### src/i2c_pkg.sv
/* I2C controller shared definitions
   opcodes, sequencer states, timer phases and the bus timing figures */
package i2c_pkg;

    typedef enum logic [0:0] {
        OP_WRITE = 1'b0, // register write
        OP_READ  = 1'b1  // current-address read
    } i2c_op_t;

    typedef enum logic [4:0] {
        BUS_FREE, IDLE, START_HOLD,
        BIT_LOW, BIT_SETUP, BIT_HIGH,
        ACK_LOW, ACK_HIGH,
        STOP_LOW, STOP_SETUP, RESPOND
    } i2c_state_t;

    typedef enum logic [2:0] {
        PH_BUS_FREE, PH_START_HOLD, PH_LOW, PH_SETUP, PH_HIGH, PH_STOP_LOW, PH_STOP_SETUP
    } i2c_phase_t;

    localparam int TIMER_W    = 12;
    localparam int LEN_W      = 4;
    localparam int BYTE_W     = 8;
    localparam int DEV_ADDR_W = 7;

    localparam int unsigned T_RISE_NS   = 300;
    localparam int unsigned T_FALL_NS   = 300;
    localparam int unsigned T_BUF_NS    = 1400;
    localparam int unsigned T_HD_STA_NS = 600;
    localparam int unsigned T_SU_DAT_NS = 20;
    localparam int unsigned T_LOW_NS    = 1300;
    localparam int unsigned T_HIGH_NS   = 700; // 100 ns of margin over the minimum
    localparam int unsigned T_SU_STO_NS = 600;

    // rounds up so that no bus timing comes out shorter than its figure
    function automatic int unsigned ns_to_cycles(input int unsigned ns,
                                                 input int unsigned clk_hz);
        longint unsigned prod;
        prod = longint'(ns) * longint'(clk_hz);
        return int'((prod + 64'd999_999_999) / 64'd1_000_000_000);
    endfunction

endpackage
### src/i2c_master_fsm.sv
/* I2C transaction sequencer
   walks address, register and data bytes and runs the stream handshakes */
`timescale 1ns/1ps
module i2c_master_fsm (
    input  logic                           clk,
    input  logic                           rst,
    input  logic                           cmd_valid,
    output logic                           cmd_ready,
    input  i2c_pkg::i2c_op_t               cmd_op,
    input  logic [i2c_pkg::DEV_ADDR_W-1:0] cmd_dev_addr,
    input  logic [i2c_pkg::BYTE_W-1:0]     cmd_reg_addr,
    input  logic [i2c_pkg::LEN_W-1:0]      cmd_len,
    input  logic                           wr_valid,
    output logic                           wr_ready,
    input  logic [i2c_pkg::BYTE_W-1:0]     wr_data,
    output logic                           rd_valid,
    input  logic                           rd_ready,
    output logic [i2c_pkg::BYTE_W-1:0]     rd_data,
    output logic                           rsp_valid,
    input  logic                           rsp_ready,
    output logic                           rsp_nack,
    input  logic                           sda_in,
    output logic                           scl_drive_low,
    output logic                           sda_drive_low,
    output i2c_pkg::i2c_phase_t            phase,
    output logic                           load,
    input  logic                           expired,
    output logic                           byte_load,
    output logic [i2c_pkg::BYTE_W-1:0]     load_data,
    output logic                           shift,
    output logic                           sample_bit,
    input  logic                           tx_bit,
    input  logic [i2c_pkg::BYTE_W-1:0]     rx_byte,
    input  logic                           last_bit
);
    import i2c_pkg::*;

    i2c_state_t        state, state_next;
    i2c_op_t           op_q;
    logic [BYTE_W-1:0] reg_q;
    logic [LEN_W-1:0]  len_q;      // data bytes left, the current one included
    logic addr_byte, reg_byte;     // which byte of the transaction is on the bus
    logic need_data;               // write byte still waits for the write-data stream
    logic ack_setup;               // ACK_LOW has moved on to its setup part
    logic timer_idle;              // the last phase expired and nothing was reloaded
    logic nack_q;
    logic sda_q, sda_next;
    logic tick, rd_byte, last_byte, rd_hold;

    assign tick      = expired | timer_idle;
    assign rd_byte   = !addr_byte && !reg_byte && (op_q == OP_READ);
    assign last_byte = !addr_byte && !reg_byte && (len_q == LEN_W'(1));
    assign rd_hold   = rd_valid && !rd_ready;

    always_comb begin
        state_next = state;
        load       = 1'b0;
        phase      = PH_LOW;
        byte_load  = 1'b0;
        load_data  = '1;
        shift      = 1'b0;
        sample_bit = 1'b0;
        wr_ready   = 1'b0;
        case (state)
            BUS_FREE: if (expired) state_next = IDLE;
            IDLE: if (cmd_valid) begin
                state_next = START_HOLD;
                load       = 1'b1;
                phase      = PH_START_HOLD;
                byte_load  = 1'b1;
                load_data  = {cmd_dev_addr, cmd_op};
            end
            START_HOLD: if (expired) begin
                state_next = BIT_LOW;
                load       = 1'b1;
            end
            BIT_LOW: if (tick && (!need_data || wr_valid)) begin
                state_next = BIT_SETUP;
                load       = 1'b1;
                phase      = PH_SETUP;
                if (need_data) begin // SCL stays low until a write byte is offered
                    wr_ready  = 1'b1;
                    byte_load = 1'b1;
                    load_data = wr_data;
                end
            end
            BIT_SETUP: if (expired) begin
                state_next = BIT_HIGH;
                load       = 1'b1;
                phase      = PH_HIGH;
                sample_bit = 1'b1;
            end
            BIT_HIGH: if (expired) begin
                state_next = last_bit ? ACK_LOW : BIT_LOW;
                load       = 1'b1;
                shift      = 1'b1;
            end
            ACK_LOW: begin
                if (!ack_setup && expired) begin
                    load  = 1'b1;
                    phase = PH_SETUP;
                end else if (ack_setup && tick && !rd_hold) begin
                    state_next = ACK_HIGH;
                    load       = 1'b1;
                    phase      = PH_HIGH;
                end
            end
            ACK_HIGH: if (expired) begin
                load = 1'b1;
                if (nack_q || last_byte) begin
                    state_next = STOP_LOW;
                    phase      = PH_STOP_LOW;
                end else begin
                    state_next = BIT_LOW;
                    if (addr_byte && op_q == OP_WRITE) begin
                        byte_load = 1'b1;
                        load_data = reg_q;
                    end else if (op_q == OP_READ) begin
                        byte_load = 1'b1; // all ones leave SDA to the target
                    end
                end
            end
            STOP_LOW: if (expired) begin
                state_next = STOP_SETUP;
                load       = 1'b1;
                phase      = PH_STOP_SETUP;
            end
            STOP_SETUP: if (expired) state_next = RESPOND;
            RESPOND: if (rsp_ready) begin
                state_next = BUS_FREE;
                load       = 1'b1;
                phase      = PH_BUS_FREE;
            end
            default: state_next = BUS_FREE;
        endcase
    end

    // SDA follows one clock behind the state, so it always moves after SCL has fallen
    always_comb begin
        case (state)
            START_HOLD, STOP_LOW, STOP_SETUP: sda_next = 1'b1;
            BIT_LOW, BIT_SETUP, BIT_HIGH:     sda_next = !need_data && !tx_bit;
            ACK_LOW, ACK_HIGH:                sda_next = rd_byte && !last_byte;
            default:                          sda_next = 1'b0;
        endcase
    end

    always_ff @(posedge clk or posedge rst) begin
        if (rst) begin
            state      <= BUS_FREE;
            op_q       <= OP_WRITE;
            len_q      <= '0;
            addr_byte  <= 1'b0;
            reg_byte   <= 1'b0;
            need_data  <= 1'b0;
            ack_setup  <= 1'b0;
            timer_idle <= 1'b0;
            nack_q     <= 1'b0;
            rd_valid   <= 1'b0;
            sda_q      <= 1'b0;
        end else begin
            state <= state_next;
            sda_q <= sda_next;
            if (load) timer_idle <= 1'b0;
            else if (expired) timer_idle <= 1'b1;
            if (state == IDLE && cmd_valid) begin
                op_q      <= cmd_op;
                len_q     <= cmd_len;
                addr_byte <= 1'b1;
                reg_byte  <= 1'b0;
                need_data <= 1'b0;
                nack_q    <= 1'b0;
            end
            if (wr_ready) need_data <= 1'b0;
            if (state == ACK_LOW && load) begin
                ack_setup <= !ack_setup;
                if (ack_setup && !rd_byte) nack_q <= sda_in; // target ack at the rising edge
            end
            if (rd_valid && rd_ready) rd_valid <= 1'b0;
            else if (state == BIT_HIGH && expired && last_bit && rd_byte) rd_valid <= 1'b1;
            if (state == ACK_HIGH && state_next == BIT_LOW) begin
                if (addr_byte) begin
                    addr_byte <= 1'b0;
                    reg_byte  <= (op_q == OP_WRITE);
                end else begin
                    if (reg_byte) reg_byte <= 1'b0;
                    else len_q <= len_q - 1'b1;
                    need_data <= (op_q == OP_WRITE);
                end
            end
        end
    end

    always_ff @(posedge clk) begin
        if (state == IDLE && cmd_valid) reg_q <= cmd_reg_addr;
    end

    assign cmd_ready     = (state == IDLE);
    assign rsp_valid     = (state == RESPOND);
    assign rsp_nack      = nack_q;
    assign rd_data       = rx_byte;
    assign sda_drive_low = sda_q;
    assign scl_drive_low = state inside {BIT_LOW, BIT_SETUP, ACK_LOW, STOP_LOW};

    a_cmd_ready_idle: assert property (@(posedge clk) disable iff (rst)
        cmd_ready |-> (state == IDLE && !rd_valid && !need_data))
        else $error("cmd_ready raised while a transaction is still open");

    a_rd_valid_hold: assert property (@(posedge clk) disable iff (rst)
        (rd_valid && !rd_ready) |=> (rd_valid && $stable(rd_data)))
        else $error("read byte withdrawn or changed before rd_ready");

endmodule

### config.mk
export PLATFORM = sky130hd
export DESIGN_NAME = i2c_master_fsm
export DESIGN_NICKNAME = d
export VERILOG_FILES = /design/src/i2c_pkg.sv /design/src/i2c_master_fsm.sv
export SDC_FILE = /design/constraint.sdc
export NUM_CORES = 1
export LEC_CHECK = 0
export CORE_MARGIN = 4
export CORE_UTILIZATION = 50
export CTS_BUF_LIST = sky130_fd_sc_hd__clkbuf_16
export CTS_CLUSTER_DIAMETER = 30
export DETAILED_ROUTE_END_ITERATION = 6
export DONT_BUFFER_PORTS = 1
export GPL_ROUTABILITY_DRIVEN = 0
export PLACE_DENSITY = 0.74
export SYNTH_ARGS = -nofsm -noshare
export SYNTH_HDL_FRONTEND = slang
export SYNTH_SLANG_ARGS = --single-unit
### constraint.sdc
create_clock -name clk -period 4.13 [get_ports clk]
set_input_delay 0.2065 -clock clk [delete_from_list [all_inputs] [get_ports clk]]
set_output_delay 0.2065 -clock clk [all_outputs]
set_load 0.02 [all_outputs]
==> results of run 1 <==
-- power by group --
part / internal, mW / total [mW] / leakage (nW) / switching (mW)
Clock: 0.130 / 0.212 / 0.0385 / 0.0826
Sequential: 0.295 / 0.338 / 0.300 / 0.0427
Combinational: 0.0537 / 0.135 / 0.383 / 0.0814
Total: 0.478 / 0.685 / 0.721 / 0.207
-- stage by stage --
step	util, %	hold WS (ps)	setup WS (ps)
6_report	54.4	39.9	1450
5_1_grt	54.4	28.0	1160
4_1_cts	54.4	36.5	1520
3_5_place_dp	51.8	245	1800
3_3_place_gp	51.8	239	1770
2_1_floorplan	-	145	2030
-- metal layers --
layer / vias up / GRT usage [%]
li1: 783 / -
met2: 95 / 31.5
met4: 0 / 7.79
met3: 9 / 4.05
met5: - / 0
met1: 787 / 28.3
-- cells in the final DEF, fill, tap and decap left out, types with 5 or more instances in the layout --
cell type  netlist  routed
a21oi_1         11      11
dfrtp_1         18      18
edfxtp_1         8       8
inv_1           11      11
nand2_1         20      20
nand4_1          9       9
nor2_1          14      14
nor3_1           7       7
nor3b_1          5       5
o21ai_0         25      25
-- how the worst max path moves through the flow --
| stage | startpoint | to | slack (ps) | cells past startpoint |
|---|---|---|---|---|
| global route | state[2] | load | 1160 | 5 |
| global placement | state[2] | phase[2] | 1770 | 5 |
| floorplan | len_q[0] | byte_load | 2030 | 6 |
| detailed placement | state[1] | len_q[3] | 1800 | 5 |
| CTS | state[4] | phase[1] | 1520 | 4 |
| finish | state[4] | phase[1] | 1450 | 4 |
-- area by class of cell --
class / count / area (sq um) / area share (%)
multi-input cells: 162 / 986 / 52.7
flip-flops and latches: 26 / 691 / 36.9
clock buffers: 3 / 75.1 / 4.01
well taps: 46 / 57.6 / 3.07
inverters: 13 / 48.8 / 2.61
repair buffers: 1 / 10.0 / 0.535
clock inverters: 1 / 3.75 / 0.201
-- Yosys cell counts, drive strengths merged (4+ instances only) --
| master | instances | area share [%] |
|---|---|---|
| dfrtp | 18 | 24 |
| o21ai | 27 | 7.3 |
| buf | 14 | 5.5 |
| nor4 | 4 | 1.7 |
| a21oi | 11 | 3.0 |
| clkbuf | 5 | 1.1 |
| nor2 | 14 | 2.8 |
| nand3 | 4 | 1.1 |
| nor2b | 4 | 1.4 |
| a21o | 4 | 1.6 |
| inv | 11 | 2.2 |
| nor3 | 7 | 1.9 |
| nand4 | 9 | 3.0 |
| or3 | 4 | 1.4 |
| nand2b | 4 | 1.4 |
| nand2 | 22 | 5.0 |
| edfxtp | 8 | 13 |
| nor3b | 5 | 2.0 |
-- worst register-to-register path, delay by kind of cell (launching register included) --
kind             cells  cell delay, ps
AND/OR/NAND/NOR      3            1120
AO/OA/AOI/OAI        2             360
flip-flops           1             780
-- cell families (layout without fill, tap and decap cells) --
logic type / Yosys count / after routing
buffers and inverters: 32 / 18
and+or+nand+nor: 90 / 90
other: 1 / 1
adders and majority gates: 2 / 2
DFF: 26 / 26
AOI/OAI and AO/OA: 66 / 66
muxes: 2 / 2
xor gates and xnor gates: 1 / 1
-- what timing repair did --
item / 4_1_cts / 5_1_grt
endpoints found under the setup margin: 0 / 0
setup buffers: 0 / 0
hold buffers: 1 / 0
endpoints found under the hold margin: 18 / 0
==> qor.log, run 1 <==
INFO  cells_and_area final-instance-count-excl-fill=252
INFO  sta            fin_tns_setup=0ps
INFO  synthesis      seq_area_frac_synth=37.4%
INFO  place          post-place-cells=247
INFO  sta            unrepaired_setup_endpoints_after_global_routing=false
INFO  sta            final.min_clock_period=2680ps
INFO  cells_and_area antenna-diode-count=0
INFO  floorplanning  row_count=21
INFO  setup_path     critical-path-slowest-cell=or4b_2
INFO  setup_path     r2r_slack=1760ps
INFO  sta            fin_skew=1.49ps
INFO  setup_path     slowest_delay=750ps
INFO  min_path       worstHoldEndpoint=reg_q[5]
INFO  cells_and_area largest_register_ffs=8
INFO  setup_path     worstPathCellList=nor3b_1 -> and3_1 -> a21boi_0 -> or4b_2
INFO  routing        vias=1674
INFO  setup_path     cp_data_required_time=3920ps
INFO  power          total_leakage_power=0.721nW
INFO  min_path       whs_path_depth=0
INFO  routing        met2WireLength=2.37mm
INFO  clock_network  clock_latency=260ps
INFO  setup_path     critical_path.reg2reg.endpoint=len_q[2]
INFO  synthesis      yosys.area_share.simple=27.5%
INFO  clock_network  postCtsResizedCells=0
INFO  synthesis      muxShareOfSynthArea=1.08%
INFO  global_route   grt_usage=20.4%
INFO  synthesis      synth_ff_type=dfrtp_1
INFO  cells_and_area top_register=reg_q
INFO  setup_path     cp_data_arrival_time=2470ps
INFO  synthesis      dominant_combinational_cell_family_by_area_after_synthesis=simple AND/OR/NAND/NOR gates
INFO  sta            max_slew.worst_pin.slew=865ps
INFO  place          placement.io_buffers=0
INFO  min_path       hold_class=input port to flop
INFO  global_route   grt_start_max_net_pins=25
INFO  run            max-cap-violations=0
INFO  synthesis      synth_cell_type_count=55
INFO  clock_network  cts.reportedPaths.clkPinSlew=60ps
INFO  sta            finalHoldViolCount=0
INFO  floorplanning  floorplan.die.width=68.8um
INFO  cells_and_area fin_nets=255
INFO  power          p_total=685uW
INFO  synthesis      synth_area=1850squm
INFO  setup_path     crit_buf_inv=0
INFO  cells_and_area syn2layout_area_growth=1.36%
INFO  routing        met3RoutedLength=411um
INFO  clock_network  cts_inserted_buffers=3
INFO  setup_path     worstReg2RegStart=state[1]
INFO  synthesis      ffs_w_async_s_r_synth=69.2%
INFO  setup_path     crit_family=simple AND/OR/NAND/NOR gates
INFO  setup_path     worstSetupStartpointType=flop
INFO  cells_and_area final_area=1870squm
INFO  sta            worst_slew_margin_rel=41.8%
INFO  global_route   antenna_violations_before_repair=0
INFO  floorplanning  core_box_area=3440squm
INFO  setup_path     timing_worst_setup_path_type=flop to primary output
INFO  place          detailedPlacementHpwl=3.66mm
INFO  floorplanning  die_area=4730squm
INFO  sta            min_period_over_period=64.8%
INFO  clock_network  clockRootBuffer=clkbuf_16
INFO  global_route   grt_overflow_total=0
INFO  routing        met1_length=1.92mm
INFO  floorplanning  die_span_y=68.8um
INFO  clock_network  cts_tree=yes
INFO  floorplanning  io_pins=76
INFO  synthesis      post_synth.cell_area_avg=8.39squm
INFO  routing        drt-pass1-iter-count=5
INFO  routing        wl_per_cell=19.0um
INFO  global_route   grt_pass1_vias=1431
INFO  synthesis      netlist_instances=220
INFO  clock_network  clk_path_buf_depth=2
INFO  routing        detail_route.drc_violations=0
INFO  min_path       worstHoldStart=cmd_reg_addr[5]
INFO  routing        detail-route-antenna-nets=0
INFO  power          power.density=366nW/um^2
INFO  power          power.ir.vdd_worst=314uV
INFO  setup_path     r2r_cells=5
INFO  routing        top_layer_used=met4
INFO  sta            report.final.slew_viol_count=0
INFO  synthesis      synth.yosys.warnings=0
INFO  place          dpl-instance-area=1780squm
INFO  clock_network  cts.htree.levels=1
INFO  routing        detail_route.wirelength=4.78mm
INFO  floorplanning  initial_utilization=53.7%
INFO  outcome        status=finished clean
INFO  cells_and_area reg_top3=reg_q (8), state (5), len_q (4)
INFO  synthesis      synth_xor_xnor_area_share=0.474%
INFO  cells_and_area fillerInstances=317
INFO  synthesis      synth-adder-area-share=1.36%
INFO  synthesis      synth_compound_area_share=22.8%
INFO  setup_path     worst-path-max-fanout=18
INFO  clock_network  cts_num_sinks=26
INFO  sta            achievable_clock_frequency=374MHz
INFO  routing        drt_first_iter_violations=198
INFO  synthesis      synth-edff-count=8
INFO  cells_and_area fraction_of_layout_cells_with_a_size_suffix_above_1=5.83%
INFO  synthesis      syn_nets=268
INFO  global_route   global_route_wire_length_before_repair=7.11mm
INFO  synthesis      ys_seq_elements=26
INFO  routing        via_per_inst=6.64
INFO  setup_path     critPathCaptureType=primary output
INFO  sta            finalSetupViolations=0
(Power assumes the default switching activity.)
==> run 2: changes to the inputs <==
==> constraint.sdc (replaced) <==
create_clock -name clk -period 2.8 [get_ports clk]
set_input_delay 0.14 -clock clk [delete_from_list [all_inputs] [get_ports clk]]
set_output_delay 0.14 -clock clk [all_outputs]
set_load 0.02 [all_outputs]
==> qor.log, run 2 (synthesized netlist as in run 1, its figures left out) <==
INFO  setup_path     cp_data_arrival_time=2350ps [-120 ps]
INFO  routing        detail_route.wirelength=5.18mm [+8.2%]
INFO  cells_and_area most-common-layout-cells=o21ai_0, nand2_1, dfrtp_1
INFO  sta            finalSetupViolations=0 [unchanged]
INFO  setup_path     critical-path-slowest-cell=or4b_2
INFO  power          power.density=547nW/um^2 [+49%]
INFO  floorplanning  floorplan.die.width=68.8um [unchanged]
INFO  cells_and_area fraction_of_layout_cells_with_a_size_suffix_above_1=10.2% [+4.4 points]
INFO  clock_network  cts_tree=yes
INFO  setup_path     worstPathCellList=inv_1 -> ha_1 -> nor3b_1 -> a21o_1 -> a21boi_0 -> or4b_2
INFO  clock_network  post_cts_setup_repair_bufs=0 [unchanged]
INFO  sta            min_period_over_period=88.8%
INFO  floorplanning  io_pins=76 [unchanged]
INFO  cells_and_area antenna-diode-count=0 [unchanged]
INFO  power          power.ir.vdd_worst=409uV [+30%]
INFO  global_route   grt_pass1_vias=1606 [+12%]
INFO  routing        wl_per_cell=19.1um [+0.65%]
INFO  global_route   grt_overflow_total=0 [unchanged]
INFO  setup_path     slowest_delay=760ps [about the same]
INFO  global_route   antenna_violations_before_repair=0 [unchanged]
INFO  setup_path     worstSetupStartpointType=flop
INFO  setup_path     timing_worst_setup_path_type=flop to primary output
INFO  routing        vias=1774 [+6.0%]
INFO  sta            report.final.slew_viol_count=0 [unchanged]
INFO  cells_and_area fin_nets=274 [+7.5%]
INFO  run            max-cap-violations=0 [unchanged]
INFO  clock_network  cts.reportedPaths.clkPinSlew=60ps [about the same]
INFO  cells_and_area largest_register_ffs=8 [unchanged]
INFO  routing        detail-route-antenna-nets=0 [unchanged]
INFO  sta            max_slew.worst_pin.slew=768ps [-97.2 ps]
INFO  outcome        status=finished clean
INFO  routing        detail_route.drc_violations=0 [unchanged]
INFO  sta            fin_tns_setup=0ps [unchanged]
INFO  global_route   use_met1=29.7% [+1.4 points]
INFO  power          total_leakage_power=0.825nW [+14%]
INFO  floorplanning  initial_utilization=53.7% [unchanged]
INFO  cells_and_area final_area=2060squm [+10%]
INFO  sta            finalHoldViolCount=0 [unchanged]
INFO  setup_path     cp-startpoint=len_q[1]
INFO  sta            final.min_clock_period=2490ps
INFO  sta            worst_hold_slack=13.2ps [-26.6 ps]
INFO  setup_path     worst-path-max-fanout=4 [-14]
INFO  clock_network  clk_path_buf_depth=2 [unchanged]
INFO  global_route   grt_start_max_net_pins=19 [-24%]
INFO  place          placement.io_buffers=0 [unchanged]
INFO  sta            unrepaired_setup_endpoints_after_global_routing=false
INFO  cells_and_area reg_top3=reg_q (8), state (5), len_q (4)
INFO  clock_network  cts_inserted_buffers=3 [unchanged]
INFO  setup_path     crit_family=simple AND/OR/NAND/NOR gates
INFO  global_route   grt_busiest_layer=met2
INFO  floorplanning  die_area=4730squm [unchanged]
INFO  global_route   global_route_wire_length_before_repair=7.67mm [+7.9%]
INFO  clock_network  cts.htree.levels=1 [unchanged]
INFO  clock_network  clockRootBuffer=clkbuf_16
INFO  global_route   met3_usage=2.92% [-1.1 points]
INFO  min_path       hold_class=input port to flop
INFO  place          detailedPlacementHpwl=3.82mm [+4.6%]
INFO  clock_network  cts_num_sinks=26 [unchanged]
INFO  cells_and_area syn2layout_area_growth=11.7%
INFO  floorplanning  core_box_area=3440squm [unchanged]
INFO  sta            achievable_clock_frequency=402MHz
INFO  min_path       worstHoldStart=expired
INFO  sta            fin_skew=1.40ps [-0.0930 ps]
INFO  setup_path     critPathCaptureType=primary output
INFO  global_route   grt_usage=21.8% [+1.4 points]
INFO  floorplanning  die_span_y=68.8um [unchanged]
INFO  routing        drt-pass1-iter-count=5 [unchanged]
INFO  sta            worst_slew_margin_rel=48.4% [+6.6 points]
INFO  cells_and_area top_register=reg_q
INFO  global_route   globalRouteMet2Util=35.8% [+4.3 points]
INFO  setup_path     worstReg2RegStart=state[0]
INFO  floorplanning  row_count=21 [unchanged]
INFO  routing        via_per_inst=6.55 [-1.5%]
INFO  setup_path     cp_data_required_time=2660ps [-1260 ps]
INFO  clock_network  clock_latency=260ps [about the same]
INFO  place          dpl-instance-area=1860squm [+4.2%]
INFO  setup_path     crit_buf_inv=1 [+1]
INFO  cells_and_area mostFrequentLayoutCell=o21ai_0
INFO  routing        drt_first_iter_violations=219 [+11%]
-- run 2: cell count changes in the layout (fill, tap and decap cells not counted), sizes merged --
cell	delta
buf	+10
dlygate4sd3	+9
bufinv	+1
clkinv	-1
-- run 2: where the power goes --
part	switching [mW]	leakage [nW]	internal [mW]	total, mW
clock	0.126	0.0511	0.284	0.411
sequential	0.0566	0.300	0.435	0.491
combinational	0.135	0.474	0.0908	0.226
total	0.318	0.825	0.810	1.13
-- run 2: final timing paths --
kind / slack (ps) / cells after the start / endpoint
min in group asynchronous: 440 / 2 / len_q[0]
max in group asynchronous: 1910 / 2 / state[0]
max: 310 / 6 / phase[1]
min: 10 / 1 / state[3]
max reg2reg: 540 / 5 / len_q[3]
min reg2reg: 550 / 2 / ack_setup
-- run 2: cell type report --
cell class / count / area, sq um
fill: 309 / 1380
multi-input combinational: 162 / 986
sequential: 26 / 691
timing repair buffer: 20 / 175
clock buffer: 3 / 75.1
tap: 46 / 57.6
inverter: 13 / 48.8
clock inverter: 1 / 30.0
-- run 2: per-layer routing --
metal | part of all wire, % | vias to the layer above
li1 | - | 828
met1 | 39 | 824
met2 | 50 | 110
met3 | 8.5 | 12
met4 | 1.9 | 0
met5 | 0 | -
-- run 2: what timing repair did --
action	4_1_cts	5_1_grt
hold endpoints to repair	27	0
hold buffers	10	0
resized for setup	0	0
-- run 2: per-stage QoR --
step / worst slack [ps] / std cells / power [mW] / utilization, %
detailed placement: 615 / 257 / 0.701 / 54.0
global route: 178 / 271 / 1.18 / 59.9
global placement: 646 / 257 / 0.694 / 54.0
floorplan: 764 / 220 / 0.666 / -
CTS: 320 / 271 / 1.13 / 59.9
finish: 314 / 271 / 1.13 / 59.9
-- run 2: worst reg2reg max path: cells and delay by family (launching register included) --
kind	cells	cell delay [ps]
simple gates	3	1140
flops	1	640
compound gates	2	380
==> run 3: changes to the inputs <==
--- a/config.mk
+++ b/config.mk
@@ -7,7 +7,7 @@
 export LEC_CHECK = 0
 export CORE_MARGIN = 4
 export CORE_UTILIZATION = 50
-export CTS_BUF_LIST = sky130_fd_sc_hd__clkbuf_16
+export CTS_BUF_LIST = sky130_fd_sc_hd__clkbuf_4
 export CTS_CLUSTER_DIAMETER = 30
 export DETAILED_ROUTE_END_ITERATION = 6
 export DONT_BUFFER_PORTS = 1
==> constraint.sdc (replaced) <==
create_clock -name clk -period 2.4 [get_ports clk]
set_input_delay 0.12 -clock clk [delete_from_list [all_inputs] [get_ports clk]]
set_output_delay 0.12 -clock clk [all_outputs]
set_load 0.02 [all_outputs]
==> qor.log, run 3 (synthesized netlist as in run 1, its figures left out) <==
INFO  cells_and_area fin_nets=289 [+5.5%]
INFO  clock_network  cts_tree=yes
INFO  power          netSwitchingFraction=30.6% [+2.4 points]
INFO  clock_network  cts.htree.levels=1 [unchanged]
INFO  sta            min_period_over_period=93.6%
INFO  routing        via_per_inst=6.26 [-4.4%]
INFO  global_route   grt_pass1_vias=1633 [+1.7%]
INFO  place          post-place-cells=264 [+2.7%]
INFO  global_route   grt_overflow_total=0 [unchanged]
INFO  setup_path     timing_worst_setup_path_type=flop to primary output
INFO  power          power.density=531nW/um^2 [-2.8%]
INFO  setup_path     crit_family=simple AND/OR/NAND/NOR gates
INFO  cells_and_area syn2layout_area_growth=16.9%
INFO  routing        detail-route-antenna-nets=0 [unchanged]
INFO  setup_path     slowest_delay=600ps [-160 ps]
INFO  routing        detail_route.drc_violations=0 [unchanged]
INFO  floorplanning  die_span_y=68.8um [unchanged]
INFO  cells_and_area fillerInstances=289 [-6.5%]
INFO  clock_network  clockRootBuffer=clkbuf_4
INFO  setup_path     critical-path-slowest-cell=dfrtp_1
INFO  sta            report.final.slew_viol_count=0 [unchanged]
INFO  clock_network  post_cts_setup_repair_bufs=0 [unchanged]
INFO  cells_and_area final_area=2160squm [+4.6%]
INFO  power          sequential_share_of_power=50.2% [+6.6 points]
INFO  sta            finalSetupViolations=0 [unchanged]
INFO  power          p_switching=351uW [+10%]
INFO  power          power.combinational.fraction=23.8% [+3.8 points]
INFO  cells_and_area most-common-layout-cells=o21ai_0, nand2_1, dlygate4sd3_1
INFO  cells_and_area seq_area=692squm [+0.18%]
INFO  cells_and_area antenna-diode-count=0 [unchanged]
INFO  setup_path     worstSetupStartpointType=flop
INFO  sta            worst_slew_margin_rel=52.7% [+4.3 points]
INFO  global_route   global_route_wire_length_before_repair=7.76mm [+1.1%]
INFO  routing        detail_route.wirelength=5.13mm [-0.95%]
INFO  clock_network  cts_num_sinks=26 [unchanged]
INFO  cells_and_area multiInputGateArea=1000squm [+1.4%]
INFO  clock_network  clk_path_buf_depth=2 [unchanged]
INFO  place          dpl-instance-area=1910squm [+2.8%]
INFO  run            max-cap-violations=0 [unchanged]
INFO  sta            fin_tns_setup=0ps [unchanged]
INFO  cells_and_area mostFrequentLayoutCell=o21ai_0
INFO  setup_path     crit_buf_inv=1 [unchanged]
INFO  routing        vias=1790 [+0.90%]
INFO  routing        drt-pass1-iter-count=4 [-1]
INFO  floorplanning  floorplan.die.width=68.8um [unchanged]
INFO  global_route   antenna_violations_before_repair=0 [unchanged]
INFO  cells_and_area fraction_of_layout_cells_with_a_size_suffix_above_1=13.8% [+3.5 points]
INFO  min_path       hold_class=input port to flop
INFO  floorplanning  row_count=21 [unchanged]
INFO  cells_and_area reg_top3=reg_q (8), state (5), len_q (4)
INFO  setup_path     worst-path-max-fanout=17 [+13]
INFO  sta            max_slew.worst_pin.slew=704ps [-63.8 ps]
INFO  sta            unrepaired_setup_endpoints_after_global_routing=false
INFO  sta            fin_skew=5.87ps [+4.47 ps]
INFO  sta            achievable_clock_frequency=445MHz
INFO  floorplanning  io_pins=76 [unchanged]
INFO  global_route   grt_usage=21.9% [+0.049 points]
INFO  power          power.ir.vdd_worst=581uV [+42%]
INFO  clock_network  cts.reportedPaths.clkPinSlew=130ps [+70 ps]
INFO  power          clockPowerShare=26.0% [-10 points]
INFO  outcome        status=finished clean
INFO  power          total_leakage_power=0.875nW [+6.0%]
INFO  floorplanning  initial_utilization=53.7% [unchanged]
INFO  routing        drt_first_iter_violations=164 [-25%]
INFO  setup_path     cp_data_arrival_time=2130ps [-220 ps]
INFO  setup_path     worstPathCellList=inv_1 -> nand2_1 -> a221oi_1 -> a21oi_1 -> or4b_4
INFO  clock_network  cts_inserted_buffers=3 [unchanged]
INFO  place          placement.io_buffers=0 [unchanged]
INFO  global_route   grt_start_max_net_pins=19 [unchanged]
INFO  floorplanning  core_box_area=3440squm [unchanged]
INFO  cells_and_area largest_register_ffs=8 [unchanged]
INFO  sta            final.min_clock_period=2250ps
INFO  cells_and_area final-instance-count-excl-fill=286 [+5.5%]
INFO  place          detailedPlacementHpwl=3.84mm [+0.40%]
INFO  sta            finalHoldViolCount=0 [unchanged]
INFO  clock_network  clock_latency=330ps [+70 ps]
INFO  routing        wl_per_cell=17.9um [-6.1%]
INFO  power          internal=796uW [-1.7%]
INFO  cells_and_area top_register=reg_q
INFO  setup_path     critPathCaptureType=primary output
INFO  floorplanning  die_area=4730squm [unchanged]
INFO  setup_path     cp_data_required_time=2280ps [-380 ps]
[run 3: stage by stage]
stage	hold WS, ps	power [mW]	utilization [%]	setup WS [ps]
floorplan	58.6	0.777	-	384
global placement	160	0.813	55.5	326
detailed placement	158	0.824	55.5	280
CTS	3.88	1.15	62.2	17.3
global route	12.9	1.22	62.7	21.7
finish	15.6	1.15	62.7	152
[run 3: worst paths after layout]
path	start	end	slack, ps	cells past startpoint
worst min register to register	ack_setup	ack_setup	540	2
worst max register to register	state[0]	len_q[2]	380	5
worst max-delay path	state[0]	phase[1]	150	5
max in group asynchronous	rst	state[1]	1600	2
min in group asynchronous	rst	rsp_nack	320	2
worst min-delay path	cmd_len[1]	len_q[1]	20	2
[run 3: routing by layer]
| metal | wire length (um) | up-vias | global-route usage [%] |
|---|---|---|---|
| li1 | - | 859 | - |
| met2 | 2510 | 77 | 34.6 |
| met5 | 0 | - | 0 |
| met1 | 2180 | 838 | 30.0 |
| met3 | 303 | 16 | 3.73 |
| met4 | 127 | 0 | 8.03 |
[run 3: power by group through the flow]
stage	Combinational [mW]	Sequential (mW)	Clock, mW
global placement	0.237	0.576	0
global route	0.304	0.587	0.325
floorplan	0.221	0.556	0
CTS	0.268	0.574	0.307
detailed placement	0.242	0.582	0
finish	0.273	0.576	0.298
[run 3: layout make-up]
type	count	share of cell area [%]
Clock buffer	3	1.04
Timing Repair Buffer	35	14.3
Multi-Input combinational cell	162	46.3
Sequential cell	26	32.1
Tap cell	46	2.67
Inverter	13	2.26
Clock inverter	1	1.39
[run 3: what timing repair did]
item                       in CTS  in global routing
resized for setup               2                  3
setup endpoints to repair       1                  2
hold endpoints to repair       35                  1
hold buffers                   17                  1
[run 3: worst register-to-register path: cells and delay by family, from the launching register on]
family / cells / cell delay, ps
buffers and inverters: 1 / 200
AND/OR/NAND/NOR: 3 / 930
AO/OA/AOI/OAI: 1 / 130
flip-flops: 1 / 690
